===== config.mk =====
export PLATFORM = sky130hd
export DESIGN_NAME = schedule
export DESIGN_NICKNAME = d
export VERILOG_FILES = /design/src/common/cpu_pkg.sv /design/src/hdl/schedule.sv
export VERILOG_INCLUDE_DIRS = /design/src /design/src/common
export SDC_FILE = /design/constraint.sdc
export NUM_CORES = 1
export LEC_CHECK = 0
export BUFFER_PORTS_ARGS = -buffer_cell sky130_fd_sc_hd__buf_2
export CAP_MARGIN = 10
export CELL_PAD_IN_SITES_DETAIL_PLACEMENT = 1
export CELL_PAD_IN_SITES_GLOBAL_PLACEMENT = 1
export CORE_AREA = 2 2 141 143
export DETAILED_ROUTE_END_ITERATION = 6
export DIE_AREA = 0 0 143 145
export PLACE_DENSITY = 0.91
export SLEW_MARGIN = 20
export SYNTH_ARGS = -nofsm -noshare
export SYNTH_HDL_FRONTEND = slang
export SYNTH_SLANG_ARGS = --single-unit

===== constraint.sdc =====
create_clock -name clk -period 10.2 [get_ports clk]
set_input_delay 2.04 -clock clk [delete_from_list [all_inputs] [get_ports clk]]
set_output_delay 2.04 -clock clk [all_outputs]
set_load 0.02 [all_outputs]

===== src/common/cpu_consts.svh =====
// Width and size constants for the CPU core

`ifndef CPU_CONSTS_SVH
`define CPU_CONSTS_SVH

// Data word width
`define XLEN 64

// Instruction word width
`define ILEN 32

// Architectural register count
`define NREGS 32

// Bits in a register number
`define RN_W 5

`endif


===== src/common/cpu_pkg.sv =====
// Shared opcode, unit and pipeline record types for the CPU core

`include "cpu_consts.svh"

package cpu_pkg;

    typedef enum logic [3:0] {
        OP_NOP  = 4'd0,
        OP_ADD  = 4'd1,
        OP_SUB  = 4'd2,
        OP_AND  = 4'd3,
        OP_OR   = 4'd4,
        OP_XOR  = 4'd5,
        OP_ADDI = 4'd6,
        OP_LD   = 4'd7,
        OP_ST   = 4'd8,
        OP_BEQ  = 4'd9,
        OP_BNE  = 4'd10,
        OP_JAL  = 4'd11
    } opcode_e;

    typedef enum logic [1:0] {
        UNIT_NONE   = 2'd0,
        UNIT_ALU    = 2'd1,
        UNIT_MEM    = 2'd2,
        UNIT_BRANCH = 2'd3
    } unit_e;

    // Raw instruction word layout
    typedef struct packed {
        logic [3:0]        opcode;
        logic [`RN_W-1:0]  rd;
        logic [`RN_W-1:0]  rs1;
        logic [`RN_W-1:0]  rs2;
        logic signed [12:0] imm;
    } inst_t;

    // All zero decodes to a NOP with no unit
    typedef struct packed {
        opcode_e           opcode;
        unit_e             unit;
        logic [`RN_W-1:0]  rd;
        logic [`RN_W-1:0]  rs1;
        logic [`RN_W-1:0]  rs2;
        logic [`XLEN-1:0]  imm;
        logic [`XLEN-1:0]  next_pc;
    } dec_op_t;

    typedef struct packed {
        logic              valid;
        logic [`RN_W-1:0]  rd;
        logic [`XLEN-1:0]  data;
    } result_t;

endpackage


===== src/hdl/schedule.sv =====
// In-order issue with a scoreboard of pending destination registers

`include "cpu_consts.svh"

module schedule import cpu_pkg::*; (
    input  logic              clk,
    input  logic              rst_n,
    input  dec_op_t           de_op,
    input  logic              de_valid,
    input  logic              flush,
    input  logic [`RN_W-1:0]  wb_rd,
    input  logic              alu_busy,
    input  logic              mem_busy,
    input  logic              branch_busy,
    output logic              sc_ready,
    output dec_op_t           sc_op,
    output logic              alu_en,
    output logic              mem_en,
    output logic              branch_en
);
    logic [`NREGS-1:0] pending;
    logic regs_clear;
    logic unit_idle;
    logic issue;

    assign regs_clear = !pending[de_op.rs1] && !pending[de_op.rs2] && !pending[de_op.rd];

    always_comb begin
        case (de_op.unit)
            UNIT_ALU: unit_idle = !alu_busy && !alu_en;
            UNIT_MEM: unit_idle = !mem_busy && !mem_en;
            default:  unit_idle = 1'b1;
        endcase
    end

    // Nothing issues behind a branch until its redirect is resolved
    assign issue = de_valid && !flush && regs_clear && unit_idle &&
                   !branch_en && !branch_busy;
    assign sc_ready = !de_valid || issue;

    always_ff @(posedge clk or negedge rst_n) begin
        if (!rst_n) begin
            pending   <= '0;
            alu_en    <= 1'b0;
            mem_en    <= 1'b0;
            branch_en <= 1'b0;
        end else begin
            pending[wb_rd] <= 1'b0;
            if (issue && de_op.rd != '0) begin
                pending[de_op.rd] <= 1'b1;
            end
            alu_en    <= issue && de_op.unit == UNIT_ALU;
            mem_en    <= issue && de_op.unit == UNIT_MEM;
            branch_en <= issue && de_op.unit == UNIT_BRANCH;
        end
    end

    always_ff @(posedge clk) begin
        if (issue) begin
            sc_op <= de_op;
        end
    end

endmodule


-- Word level (Yosys, flattened, before mapping)
Cells that the tools add are included.
- bits in registers: 184
- input port bits: 161
- output and inout bits: 153
- order comparisons: 6
- eq/ne operators: 3
- multiplexer cells: 12
- bitwise gates (word level): 3
- reductions and logical operators: 28
- operators with widths (operator ; count):
    $and A32 B32 Y32 ; 1
    $mux W32 ; 1
    $not A32 Y32 ; 1
    $or A32 B32 Y32 ; 1
    $lt A5 B6 Y1 const B ; 4
    $bmux W1 S5 ; 3
    $logic_and A1 B1 Y1 ; 15
    $logic_not A1 Y1 ; 11
    $demux W1 S5 ; 2
    $ge A5 B1 Y1 const B ; 2
    $mux W1 ; 5
    $reduce_bool A5 Y1 ; 1
    $eq A2 B2 Y1 const B ; 2
    $eq A2 B1 Y1 const B ; 1
    $pmux W1 S2 ; 1
    $logic_or A1 B1 Y1 ; 1

-- Depth between registers and ports, before layout
Gate-level depths: netlist of the first run.
- depth in word-level cells: 11
- mapped depth: 9
- depth with buffers taken out: 7

-- Least setup slack after synthesis of the first run
OpenSTA, ideal clock, no wires.
- path kind: input-to-reg
- start: input de_op[129] (netlist bit)
- end: register sc_op[0] (netlist bit) (enable)
- setup time: 659 ps
- arrival time: 9792 ps
- slack: -251 ps
- stages: 7
- buffers on the path: 2
- path through: buf_6 mux4_2 a311o_1 a21oi_2 nand4_4 buf_2 nor2_1
- cells in the longest elaborated chain, start to end: 9
- RTL lines (element ; line ; RTL):
    start: declaration ; schedule.sv:8 ; input dec_op_t de_op,
    $bmux W1 S5 ; schedule.sv:26 ; assign regs_clear = !pending[de_op.rs1] && !pending[de_op.rs2] && !pending[de_op.rd];
    $mux W1 (not written as such) ; schedule.sv:26 ;
    $logic_not A1 Y1 ; schedule.sv:26 ;
    $logic_and A1 B1 Y1 (2 in a row) ; schedule.sv:26 ;
    $logic_and A1 B1 Y1 (3 in a row) ; schedule.sv:37 ; assign issue = de_valid && !flush && regs_clear && unit_idle &&
    $logic_and A1 B1 Y1 ; schedule.sv:38 ; !branch_en && !branch_busy;
    named net issue ; schedule.sv:24 ; logic issue;
    end signal: assignment ; schedule.sv:60 ; sc_op <= de_op;
    end: declaration ; schedule.sv:16 ; output dec_op_t sc_op,
The timed path passes the listed nets, and every way through them passes these cells. The select of a mux whose other input is x is not followed.
A chain may end at the register's enable or synchronous reset.

-- Worst setup path after layout of the first run
- start: input de_op[134] (netlist bit)
- end: output sc_ready
- cells in the longest elaborated chain, start to end: 10
- RTL lines (element ; line ; RTL):
    $bmux W1 S5 ; schedule.sv:26 ;
    $mux W1 (not written as such) ; schedule.sv:26 ;
    $logic_not A1 Y1 ; schedule.sv:26 ;
    $logic_and A1 B1 Y1 (2 in a row) ; schedule.sv:26 ;
    $logic_and A1 B1 Y1 (3 in a row) ; schedule.sv:37 ;
    $logic_and A1 B1 Y1 ; schedule.sv:38 ;
    $logic_or A1 B1 Y1 ; schedule.sv:39 ; assign sc_ready = !de_valid || issue;
    end: declaration ; schedule.sv:15 ; output logic sc_ready,
Every way passes these cells. The select of a mux whose other input is x is not followed.

==> flow_metrics.py, run 1 <==
metrics = {
    "run_status": {
        "outcome": "finished, final reports clean",
    },
    "setup_path": {
        "start_kind": "input pin",
        "critPathMaxFanout": 36,
        "rr_endpoint": "sc_op[128]",
        "cp_cell_sequence": "buf_2 > mux4_2 > mux2_2 > nand3_1 > o2111a_1 > nand4_4 > o21ai_1 > buf_2",
        "regToRegSetupSlack_ps": 5640,
        "reg2reg_depth": 8,
        "critPathRequiredTime_ps": 8160,
        "cp-startpoint": "de_op[134]",
        "r2r-start": "branch_en",
        "critPathSlowestCell": "mux4_2",
        "endpoint_kind": "primary output",
        "crit_top_cell": "buf_2",
        "worst-endpoint-arrival_ps": 4590,
        "critPathKind": "input pin to primary output",
        "critical-path-max-stage-delay_ps": 570,
    },
    "die": {
        "dieArea_um2": 20700,
        "core_um2": 19200,
        "initial_core_util_pct": 37.6,
        "io_pins": 314,
        "row_count": 51,
        "die_h_um": 145,
        "die_x_um": 143,
    },
    "clocking": {
        "cts_tree": "built",
        "cts_htree_levels": 4,
        "clock_sinks": 184,
        "insertion_delay_ps": 430,
        "cts_resized": 0,
        "ctsLongestPathBuffers": 2,
        "cts.clk_slew.worst_paths_ps": 70,
        "cts_buffers": 17,
        "holdBufCountCts": 0,
        "cts_setup_buffers": 0,
        "cts-root-buf": "clkbuf_16",
    },
    "final_layout": {
        "multi_input_area_um2": 1710,
        "fin_cells": 1014,
        "layout_commonest_cell": "buf_2",
        "nets": 897,
        "final_cell_mix": "buf_2, edfxtp_1, dfrtp_1",
        "fillers": 1977,
        "ff_latch_area_um2": 5350,
        "final_util_pct": 49.9,
        "drive_gt1_share_pct": 50.1,
        "syn2layout_area_growth_pct": 32.8,
    },
    "grt": {
        "groute.usage.overall_pct": 25.0,
        "overflow": 0,
        "grt_pass1_vias": 5605,
        "grt_start_max_net_pins": 79,
        "grt_first_pass_wirelength_um": 37700,
        "antenna_found_initial": 7,
    },
    "placed_design": {
        "dp_hpwl_um": 20000,
        "gp_congestion": 0.927,
        "place_inst": 979,
        "port_buffers": 313,
    },
    "logic_synthesis": {
        "synth_mux_area_share_pct": 7.15,
        "synth_edf_count": 149,
        "synth.avg_cell_area_um2": 17.1,
        "netlist.area_leader.share_pct": 62.0,
        "yosysUniqueCellTypes": 49,
        "netlist_instances": 421,
        "async_flop_share_pct": 19.0,
        "synth_top_family_by_area": "compound AO/OA/AOI/OAI gates",
        "netlist_top_cells_area": "edfxtp_1, dfrtp_1, mux4_2, o41ai_2, mux2i_1",
        "ys_ff_latch": 184,
        "netlist_area_um2": 7210,
        "synth_ff_type": "edfxtp_1",
        "syn-num-nets": 585,
        "synth_compound_area_share_pct": 9.83,
        "yosysWarnings": 0,
        "synth-adder-area-share_pct": 0.520,
        "yosysTopAreaCell": "edfxtp_1",
        "synthXorXnorAreaFrac_pct": 0,
        "synth-simple-area-share_pct": 6.10,
        "yosysSeqAreaShare_pct": 74.2,
    },
    "route": {
        "vias": 5521,
        "wl_per_cell_um": 25.9,
        "drc": 0,
        "drt_iter0_markers": 485,
        "wl_um": 26200,
        "ant_nets": 0,
        "viasPerCell": 5.44,
        "dr.pass1.iters": 5,
    },
    "timing": {
        "maxSlewViolCount": 0,
        "setup_violations": 0,
        "skew_ps": 16.5,
        "fin_hold_ws_ps": 573,
        "period_share_pct": 65.0,
        "fin_tns_setup_ps": 0,
        "hold_violations": 0,
        "period_needed_ps": 6630,
        "worst_pin_slew_ps": 991,
        "rsz0062_at_grt": "false",
        "fmax_mhz": 151,
        "max_slew_margin_pct": 34.0,
    },
    "min_path": {
        "min_path_type": "register to register",
        "hold_end": "pending[0]",
        "hold_start": "pending[0]",
        "holdPathStages": 1,
    },
    "power": {
        "peakVddDrop_uv": 84.6,
        "p_leak_nw": 3.93,
        "p_per_area_nw_per_um2": 169,
    },
    "job": {
        "drv_cap": 0,
    },
}
## kinds of logic after synthesis
kind of cell             count (synthesis)
buffers and inverters                   32
adder cells (fa/ha/maj)                  3
flip-flops                             184
AND/OR/NAND/NOR                         76
AO/OA/AOI/OAI                           90
multiplexers                            36
## layer usage
metal  GRT usage [%]  share of wire, %  wire [µm]  up-vias
li1                -                 -          -     2302
met5               0              0.29         75        -
met1            29.4                34       8990     2774
met2            42.0                51      13400      366
met4            9.90               3.7        967       10
met3            8.12                11       2820       69
## flip-flops by register name (all words and copies together) (netlist names)
register	flops
mem_en	1
sc_op	149
branch_en	1
pending	32
alu_en	1
## Yosys cell counts (9+ instances only)
master / count
inv_1: 9
dfrtp_1: 35
edfxtp_1: 149
o21ai_0: 34
o41ai_2: 14
nand2_1: 17
mux4_2: 12
buf_2: 9
clkbuf_1: 10
nor2_1: 10
o31ai_1: 11
mux2i_1: 20
## stage by stage
stage	setup WS [ps]	cell area [µm²]	power, mW
floorplan	2260	7220	0.925
global placement	3710	9010	0.985
detailed placement	3610	9010	0.993
CTS	3570	9580	1.63
global route	3390	9580	1.66
finish	3570	9580	1.62
## how the worst max path moves through the flow
stage                           to  slack [ps]  cells after the start
after detailed placement  sc_ready        3610                      8
final                     sc_ready        3570                      8
after floorplan           sc_op[0]        2260                      7
after CTS                 sc_ready        3570                      8
after global placement    sc_ready        3710                      8
after global routing      sc_ready        3390                      8
## final cells by class
class	count	area share [%]
Antenna cell	3	0.0783
Tap cell	265	3.46
Sequential cell	184	55.8
Clock buffer	19	4.52
Multi-Input combinational cell	205	17.8
Inverter	9	0.352
Timing Repair Buffer	316	16.6
Clock inverter	13	1.34
## worst max-delay path, delay by kind of cell
family	cells	cell delay, ps
compound gates	2	600
simple gates	2	590
buf+inv	2	480
mux	2	850
## power breakdown
group          internal [mW]  leakage [nW]  switching (mW)  total [mW]
Combinational         0.0500          1.83          0.0839       0.134
Sequential             0.833          1.83          0.0129       0.846
Clock                  0.359         0.266           0.279       0.638
No activity file was read; power rests on OpenSTA's default activity.
==> run 2: changes to the inputs <==
--- a/config.mk
+++ b/config.mk
@@ -6,14 +6,15 @@
 export SDC_FILE = /design/constraint.sdc
 export NUM_CORES = 1
 export LEC_CHECK = 0
+export ABC_AREA = 1
 export BUFFER_PORTS_ARGS = -buffer_cell sky130_fd_sc_hd__buf_2
 export CAP_MARGIN = 10
 export CELL_PAD_IN_SITES_DETAIL_PLACEMENT = 1
 export CELL_PAD_IN_SITES_GLOBAL_PLACEMENT = 1
-export CORE_AREA = 2 2 141 143
+export CORE_AREA = 2 2 147 149
 export DETAILED_ROUTE_END_ITERATION = 6
-export DIE_AREA = 0 0 143 145
-export PLACE_DENSITY = 0.91
+export DIE_AREA = 0 0 149 151
+export PLACE_DENSITY = 0.9
 export SLEW_MARGIN = 20
 export SYNTH_ARGS = -nofsm -noshare
 export SYNTH_HDL_FRONTEND = slang
==> constraint.sdc (replaced) <==
create_clock -name clk -period 6.35 [get_ports clk]
set_input_delay 1.27 -clock clk [delete_from_list [all_inputs] [get_ports clk]]
set_output_delay 1.27 -clock clk [all_outputs]
set_load 0.02 [all_outputs]
==> flow_metrics.py, run 2 <==
metrics = {
    "setup_path": {
        "worst-endpoint-arrival_ps": 3530,
        "path_delay_family": "simple AND/OR/NAND/NOR gates",
        "cp_cell_sequence": "buf_2 > nor2_1 > nand2_1 > o21ai_0 > nor2_1 > nor2_1 > nor2_1 > nand3_1 > nor2_4 > nand2_2 > nand2_1 > buf_2",
        "start_kind": "input pin",
        "critPathRequiredTime_ps": 5080,
        "crit_top_cell": "nor2_1",
        "critPathMaxFanout": 31,
        "endpoint_kind": "primary output",
        "path_buf_inv": 2,
        "critPathSlowestCell": "nor2_4",
        "critical-path-max-stage-delay_ps": 550,
        "critPathKind": "input pin to primary output",
    },
    "route": {
        "dr.pass1.iters": 5,
        "vias": 6241,
        "wl_um": 27800,
        "viasPerCell": 5.03,
        "drc": 0,
        "ant_nets": 0,
        "drt_iter0_markers": 418,
        "wl_per_cell_um": 22.5,
    },
    "logic_synthesis": {
        "netlist_area_um2": 7390,
        "synth_edf_count": 149,
        "synth_ff_type": "edfxtp_1",
        "ys_ff_latch": 184,
        "netlist.area_leader.share_pct": 60.5,
        "synth_most_common_cell": "nand2_1",
        "syn-num-nets": 799,
        "yosysUniqueCellTypes": 21,
        "yosysWarnings": 0,
        "synth.top_cells.by_count": "nand2_1, edfxtp_1, inv_1, nand3_1, nor2_1",
        "netlist_top_cells_area": "edfxtp_1, dfrtp_1, nand2_1, nand3_1, inv_1",
        "yosysSeqAreaShare_pct": 72.4,
        "synth.avg_cell_area_um2": 11.6,
        "async_flop_share_pct": 19.0,
        "yosysTopAreaCell": "edfxtp_1",
        "netlist_instances": 635,
    },
    "final_layout": {
        "nets": 1112,
        "fillers": 2360,
        "layout_commonest_cell": "buf_2",
        "reg.largest.list": "sc_op x149, pending x32",
        "largest_reg_flops": 149,
        "final_cell_mix": "buf_2, nand2_1, edfxtp_1",
        "multi_input_area_um2": 1670,
        "drive_gt1_share_pct": 37.0,
        "syn2layout_area_growth_pct": 32.5,
        "largest-register": "sc_op",
        "ff_latch_area_um2": 5350,
    },
    "timing": {
        "fmax_mhz": 208,
        "setup_violations": 0,
        "hold_violations": 0,
        "period_share_pct": 75.6,
        "max_slew_margin_pct": 32.9,
        "fin_hold_ws_ps": 555,
        "maxSlewViolCount": 0,
        "period_needed_ps": 4800,
        "worst_pin_slew_ps": 1000,
        "fin_ws_ps": 1550,
        "fin_tns_setup_ps": 0,
        "skew_ps": 15.2,
        "rsz0062_at_grt": "false",
    },
    "clocking": {
        "ctsLongestPathBuffers": 2,
        "cts.clk_slew.worst_paths_ps": 70,
        "cts_resized": 0,
        "cts_buffers": 17,
        "holdBufCountCts": 0,
        "cts-root-buf": "clkbuf_16",
        "cts_tree": "built",
        "cts_htree_levels": 4,
        "insertion_delay_ps": 430,
        "clock_sinks": 184,
        "cts_setup_buffers": 0,
    },
    "grt": {
        "overflow": 0,
        "antenna_found_initial": 8,
        "grt_start_max_net_pins": 68,
        "groute.usage.overall_pct": 24.1,
        "grt_pass1_vias": 6252,
        "grt_first_pass_wirelength_um": 39000,
    },
    "placed_design": {
        "gp_congestion": 0.899,
        "pre_cts_ws_ps": 1570,
        "port_buffers": 313,
        "dp_hpwl_um": 21400,
    },
    "die": {
        "row_count": 53,
        "core_um2": 20800,
        "die_x_um": 149,
        "io_pins": 314,
        "dieArea_um2": 22500,
        "initial_core_util_pct": 35.5,
        "die_h_um": 151,
    },
    "power": {
        "peakVddDrop_uv": 192,
        "p_leak_nw": 4.35,
        "p_per_area_nw_per_um2": 273,
    },
    "job": {
        "drv_cap": 0,
    },
    "min_path": {
        "min_path_type": "register to register",
    },
    "run_status": {
        "outcome": "finished, final reports clean",
    },
}
## run 2: changes by cell type after synthesis, sizes merged, moves of 29 or more
cell | before | now
nand4 | 1 | 30
nor2 | 10 | 48
nand3 | 8 | 52
inv | 9 | 57
nand2 | 17 | 180
## run 2: power by group
part           internal (mW)  switching, mW  leakage, nW
clock network          0.567          0.521        0.295
logic                 0.0732          0.149         2.22
registers               1.34         0.0247         1.83
## run 2: area by class of cell
class                           count  area share [%]
Sequential cell                   184            54.6
Multi-Input combinational cell    373            17.0
Timing Repair Buffer              315            16.3
Clock buffer                       17            4.34
Tap cell                          275            3.51
Inverter                           57            2.26
Clock inverter                     15            1.81
Antenna cell                        4           0.102
## run 2: cells by family after synthesis
kind of cell             synth area share [%]
AND/OR/NAND/NOR                          18.5
flip-flops                               72.4
buffers and inverters                    5.01
adder cells (fa/ha/maj)                 0.508
AO/OA/AOI/OAI                            3.62
## run 2: layer usage
layer / GRT usage [%] / share of wire [%]
met3: 6.48 / 8.6
met5: 0 / 0.11
met4: 12.0 / 5.0
met2: 40.2 / 48
met1: 29.1 / 38
## run 2: final timing paths
kind                               end  cells after the start         from  slack (ps)
setup / recovery              sc_ready                     12   de_op[138]        1550
hold / removal              pending[6]                      2   pending[6]         560
setup reg to reg             sc_op[47]                     12  pending[28]        3130
hold reg to reg             pending[6]                      2   pending[6]         560
max in group asynchronous  pending[19]                      1        rst_n        4900
min in group asynchronous  pending[28]                      1        rst_n         920
## run 2: per-stage QoR
stage	total power, mW	cell area (µm²)	utilization [%]	std cells
floorplan	1.49	7390	-	635
finish	2.67	9790	47.0	1240
global route	2.77	9780	47.0	1237
CTS	2.70	9780	47.0	1236
detailed placement	1.61	9180	44.1	1204
global placement	1.60	9180	44.1	1204
## run 2: worst min-delay path, cell delays in order (launching register included)
cell     delay, ps
dfrtp_1        370
o21ai_0         90
nand2_1         70
==> run 3: changes to the inputs <==
--- a/config.mk
+++ b/config.mk
@@ -11,10 +11,10 @@
 export CAP_MARGIN = 10
 export CELL_PAD_IN_SITES_DETAIL_PLACEMENT = 1
 export CELL_PAD_IN_SITES_GLOBAL_PLACEMENT = 1
-export CORE_AREA = 2 2 147 149
+export CORE_AREA = 2 2 153 155
 export DETAILED_ROUTE_END_ITERATION = 6
-export DIE_AREA = 0 0 149 151
-export PLACE_DENSITY = 0.9
+export DIE_AREA = 0 0 155 157
+export PLACE_DENSITY = 0.87
 export SLEW_MARGIN = 20
 export SYNTH_ARGS = -nofsm -noshare
 export SYNTH_HDL_FRONTEND = slang
==> constraint.sdc (replaced) <==
create_clock -name clk -period 4.1 [get_ports clk]
set_input_delay 0.82 -clock clk [delete_from_list [all_inputs] [get_ports clk]]
set_output_delay 0.82 -clock clk [all_outputs]
set_load 0.02 [all_outputs]
==> flow_metrics.py, run 3 (synthesis gave the netlist of run 2 again) <==
metrics = {
    "placed_design": {
        "dpl-instance-area_um2": 9300,
        "port_buffers": 313,
        "gp_congestion": 0.952,
        "dp_hpwl_um": 20700,
    },
    "timing": {
        "rsz0062_at_grt": "false",
        "setup_violations": 0,
        "period_share_pct": 80.7,
        "fmax_mhz": 302,
        "max_slew_margin_pct": 34.4,
        "skew_ps": 27.3,
        "maxSlewViolCount": 0,
        "hold_violations": 0,
        "worst_pin_slew_ps": 981,
        "period_needed_ps": 3310,
    },
    "route": {
        "wl_per_cell_um": 21.4,
        "viasPerCell": 4.92,
        "vias": 6183,
        "dr.pass1.iters": 5,
        "drt_iter0_markers": 490,
        "drc": 0,
        "ant_nets": 0,
        "wl_um": 26900,
    },
    "power": {
        "power_mw": 4.14,
        "p_per_area_nw_per_um2": 417,
        "p_leak_nw": 4.40,
        "peakVddDrop_uv": 237,
    },
    "die": {
        "io_pins": 314,
        "core_um2": 22500,
        "die_h_um": 157,
        "dieArea_um2": 24300,
        "initial_core_util_pct": 32.8,
        "row_count": 55,
        "die_x_um": 155,
    },
    "final_layout": {
        "nets": 1119,
        "drive_gt1_share_pct": 37.8,
        "largest-register": "sc_op",
        "fillers": 2510,
        "syn2layout_area_growth_pct": 34.4,
        "largest_reg_flops": 149,
        "layout_commonest_cell": "buf_2",
        "final_cell_mix": "buf_2, nand2_1, edfxtp_1",
        "final_util_pct": 44.1,
        "reg.largest.list": "sc_op x149, pending x32",
        "fin_area_um2": 9930,
    },
    "min_path": {
        "min_path_type": "input pin to async pin",
    },
    "clocking": {
        "cts_resized": 0,
        "insertion_delay_ps": 440,
        "ctsLongestPathBuffers": 2,
        "cts_tree": "built",
        "cts-root-buf": "clkbuf_16",
        "cts_htree_levels": 4,
        "cts_buffers": 17,
        "cts_setup_buffers": 0,
        "cts.clk_slew.worst_paths_ps": 80,
        "clock_sinks": 184,
        "holdBufCountCts": 0,
    },
    "setup_path": {
        "rr_endpoint": "sc_op[73]",
        "reg2reg_depth": 12,
        "endpoint_kind": "primary output",
        "start_kind": "input pin",
        "critPathKind": "input pin to primary output",
        "r2r-start": "pending[24]",
        "critPathRequiredTime_ps": 3280,
        "regToRegSetupSlack_ps": 1540,
        "critPathMaxFanout": 28,
        "worst-endpoint-arrival_ps": 2490,
    },
    "job": {
        "drv_cap": 0,
    },
    "grt": {
        "groute.usage.overall_pct": 21.6,
        "overflow": 0,
        "grt_pass1_vias": 6248,
        "grt_start_max_net_pins": 40,
        "grt_first_pass_wirelength_um": 38700,
        "antenna_found_initial": 8,
    },
    "run_status": {
        "outcome": "finished, final reports clean",
    },
}
## run 3: cell types whose count changed in the layout (fill, tap and decap cells not counted), sizes merged
cell    delta
diode      -1
bufinv     -1
inv        -3
buf        +7
clkinv     +4
## run 3: worst max path at each step
stage / start / endpoint / depth (start not counted)
after floorplan: de_op[128] / sc_op[0] / 14
after global placement: de_op[133] / sc_op[107] / 13
after detailed placement: de_op[133] / sc_op[146] / 13
after CTS: de_op[138] / sc_ready / 14
after global routing: de_op[138] / sc_ready / 14
final: de_op[138] / sc_ready / 14
## run 3: critical path: stages
cell and delay (ps):
buf_2 430, inv_1 130, nand2_1 80, nand2_1 50
nand2_1 50, nand2_1 60, nand2_1 60, nand2_1 60
nor2_1 140, nand3_1 140, nor2_4 140, nand2_4 100
nand2_1 70, buf_2 150
## run 3: final cells by class
class	count	area, µm²	area share, %
Timing Repair Buffer	322	1680	17.0
Sequential cell	184	5350	53.9
Inverter	57	228	2.29
Multi-Input combinational cell	373	1680	16.9
Tap cell	285	357	3.59
Clock inverter	15	198	1.99
Clock buffer	17	425	4.28
Antenna cell	3	7.51	0.0756
## run 3: metrics by stage
step                      std cells  setup TNS (ps)  setup WS, ps  hold slack [ps]
after floorplan                 635          -28620          -192              481
final                          1256               0           792              482
after global placement         1221               0           701              514
after global routing           1253               0           611              542
after detailed placement       1221               0           647              533
after CTS                      1253               0           796              495
## run 3: per-layer routing
layer / routed length [µm] / vias up / track usage, % / share of wire [%]
li1: - / 2827 / - / -
met1: 10300 / 3026 / 25.9 / 38
met2: 13500 / 263 / 37.3 / 50
met3: 2170 / 57 / 6.22 / 8.1
met4: 852 / 10 / 7.76 / 3.2
met5: 64 / - / 0 / 0.24
## run 3: where the power goes
group | switching, mW | internal [mW]
sequential | 0.0358 | 2.07
combinational | 0.231 | 0.120
clock | 0.844 | 0.839
total | 1.11 | 3.03
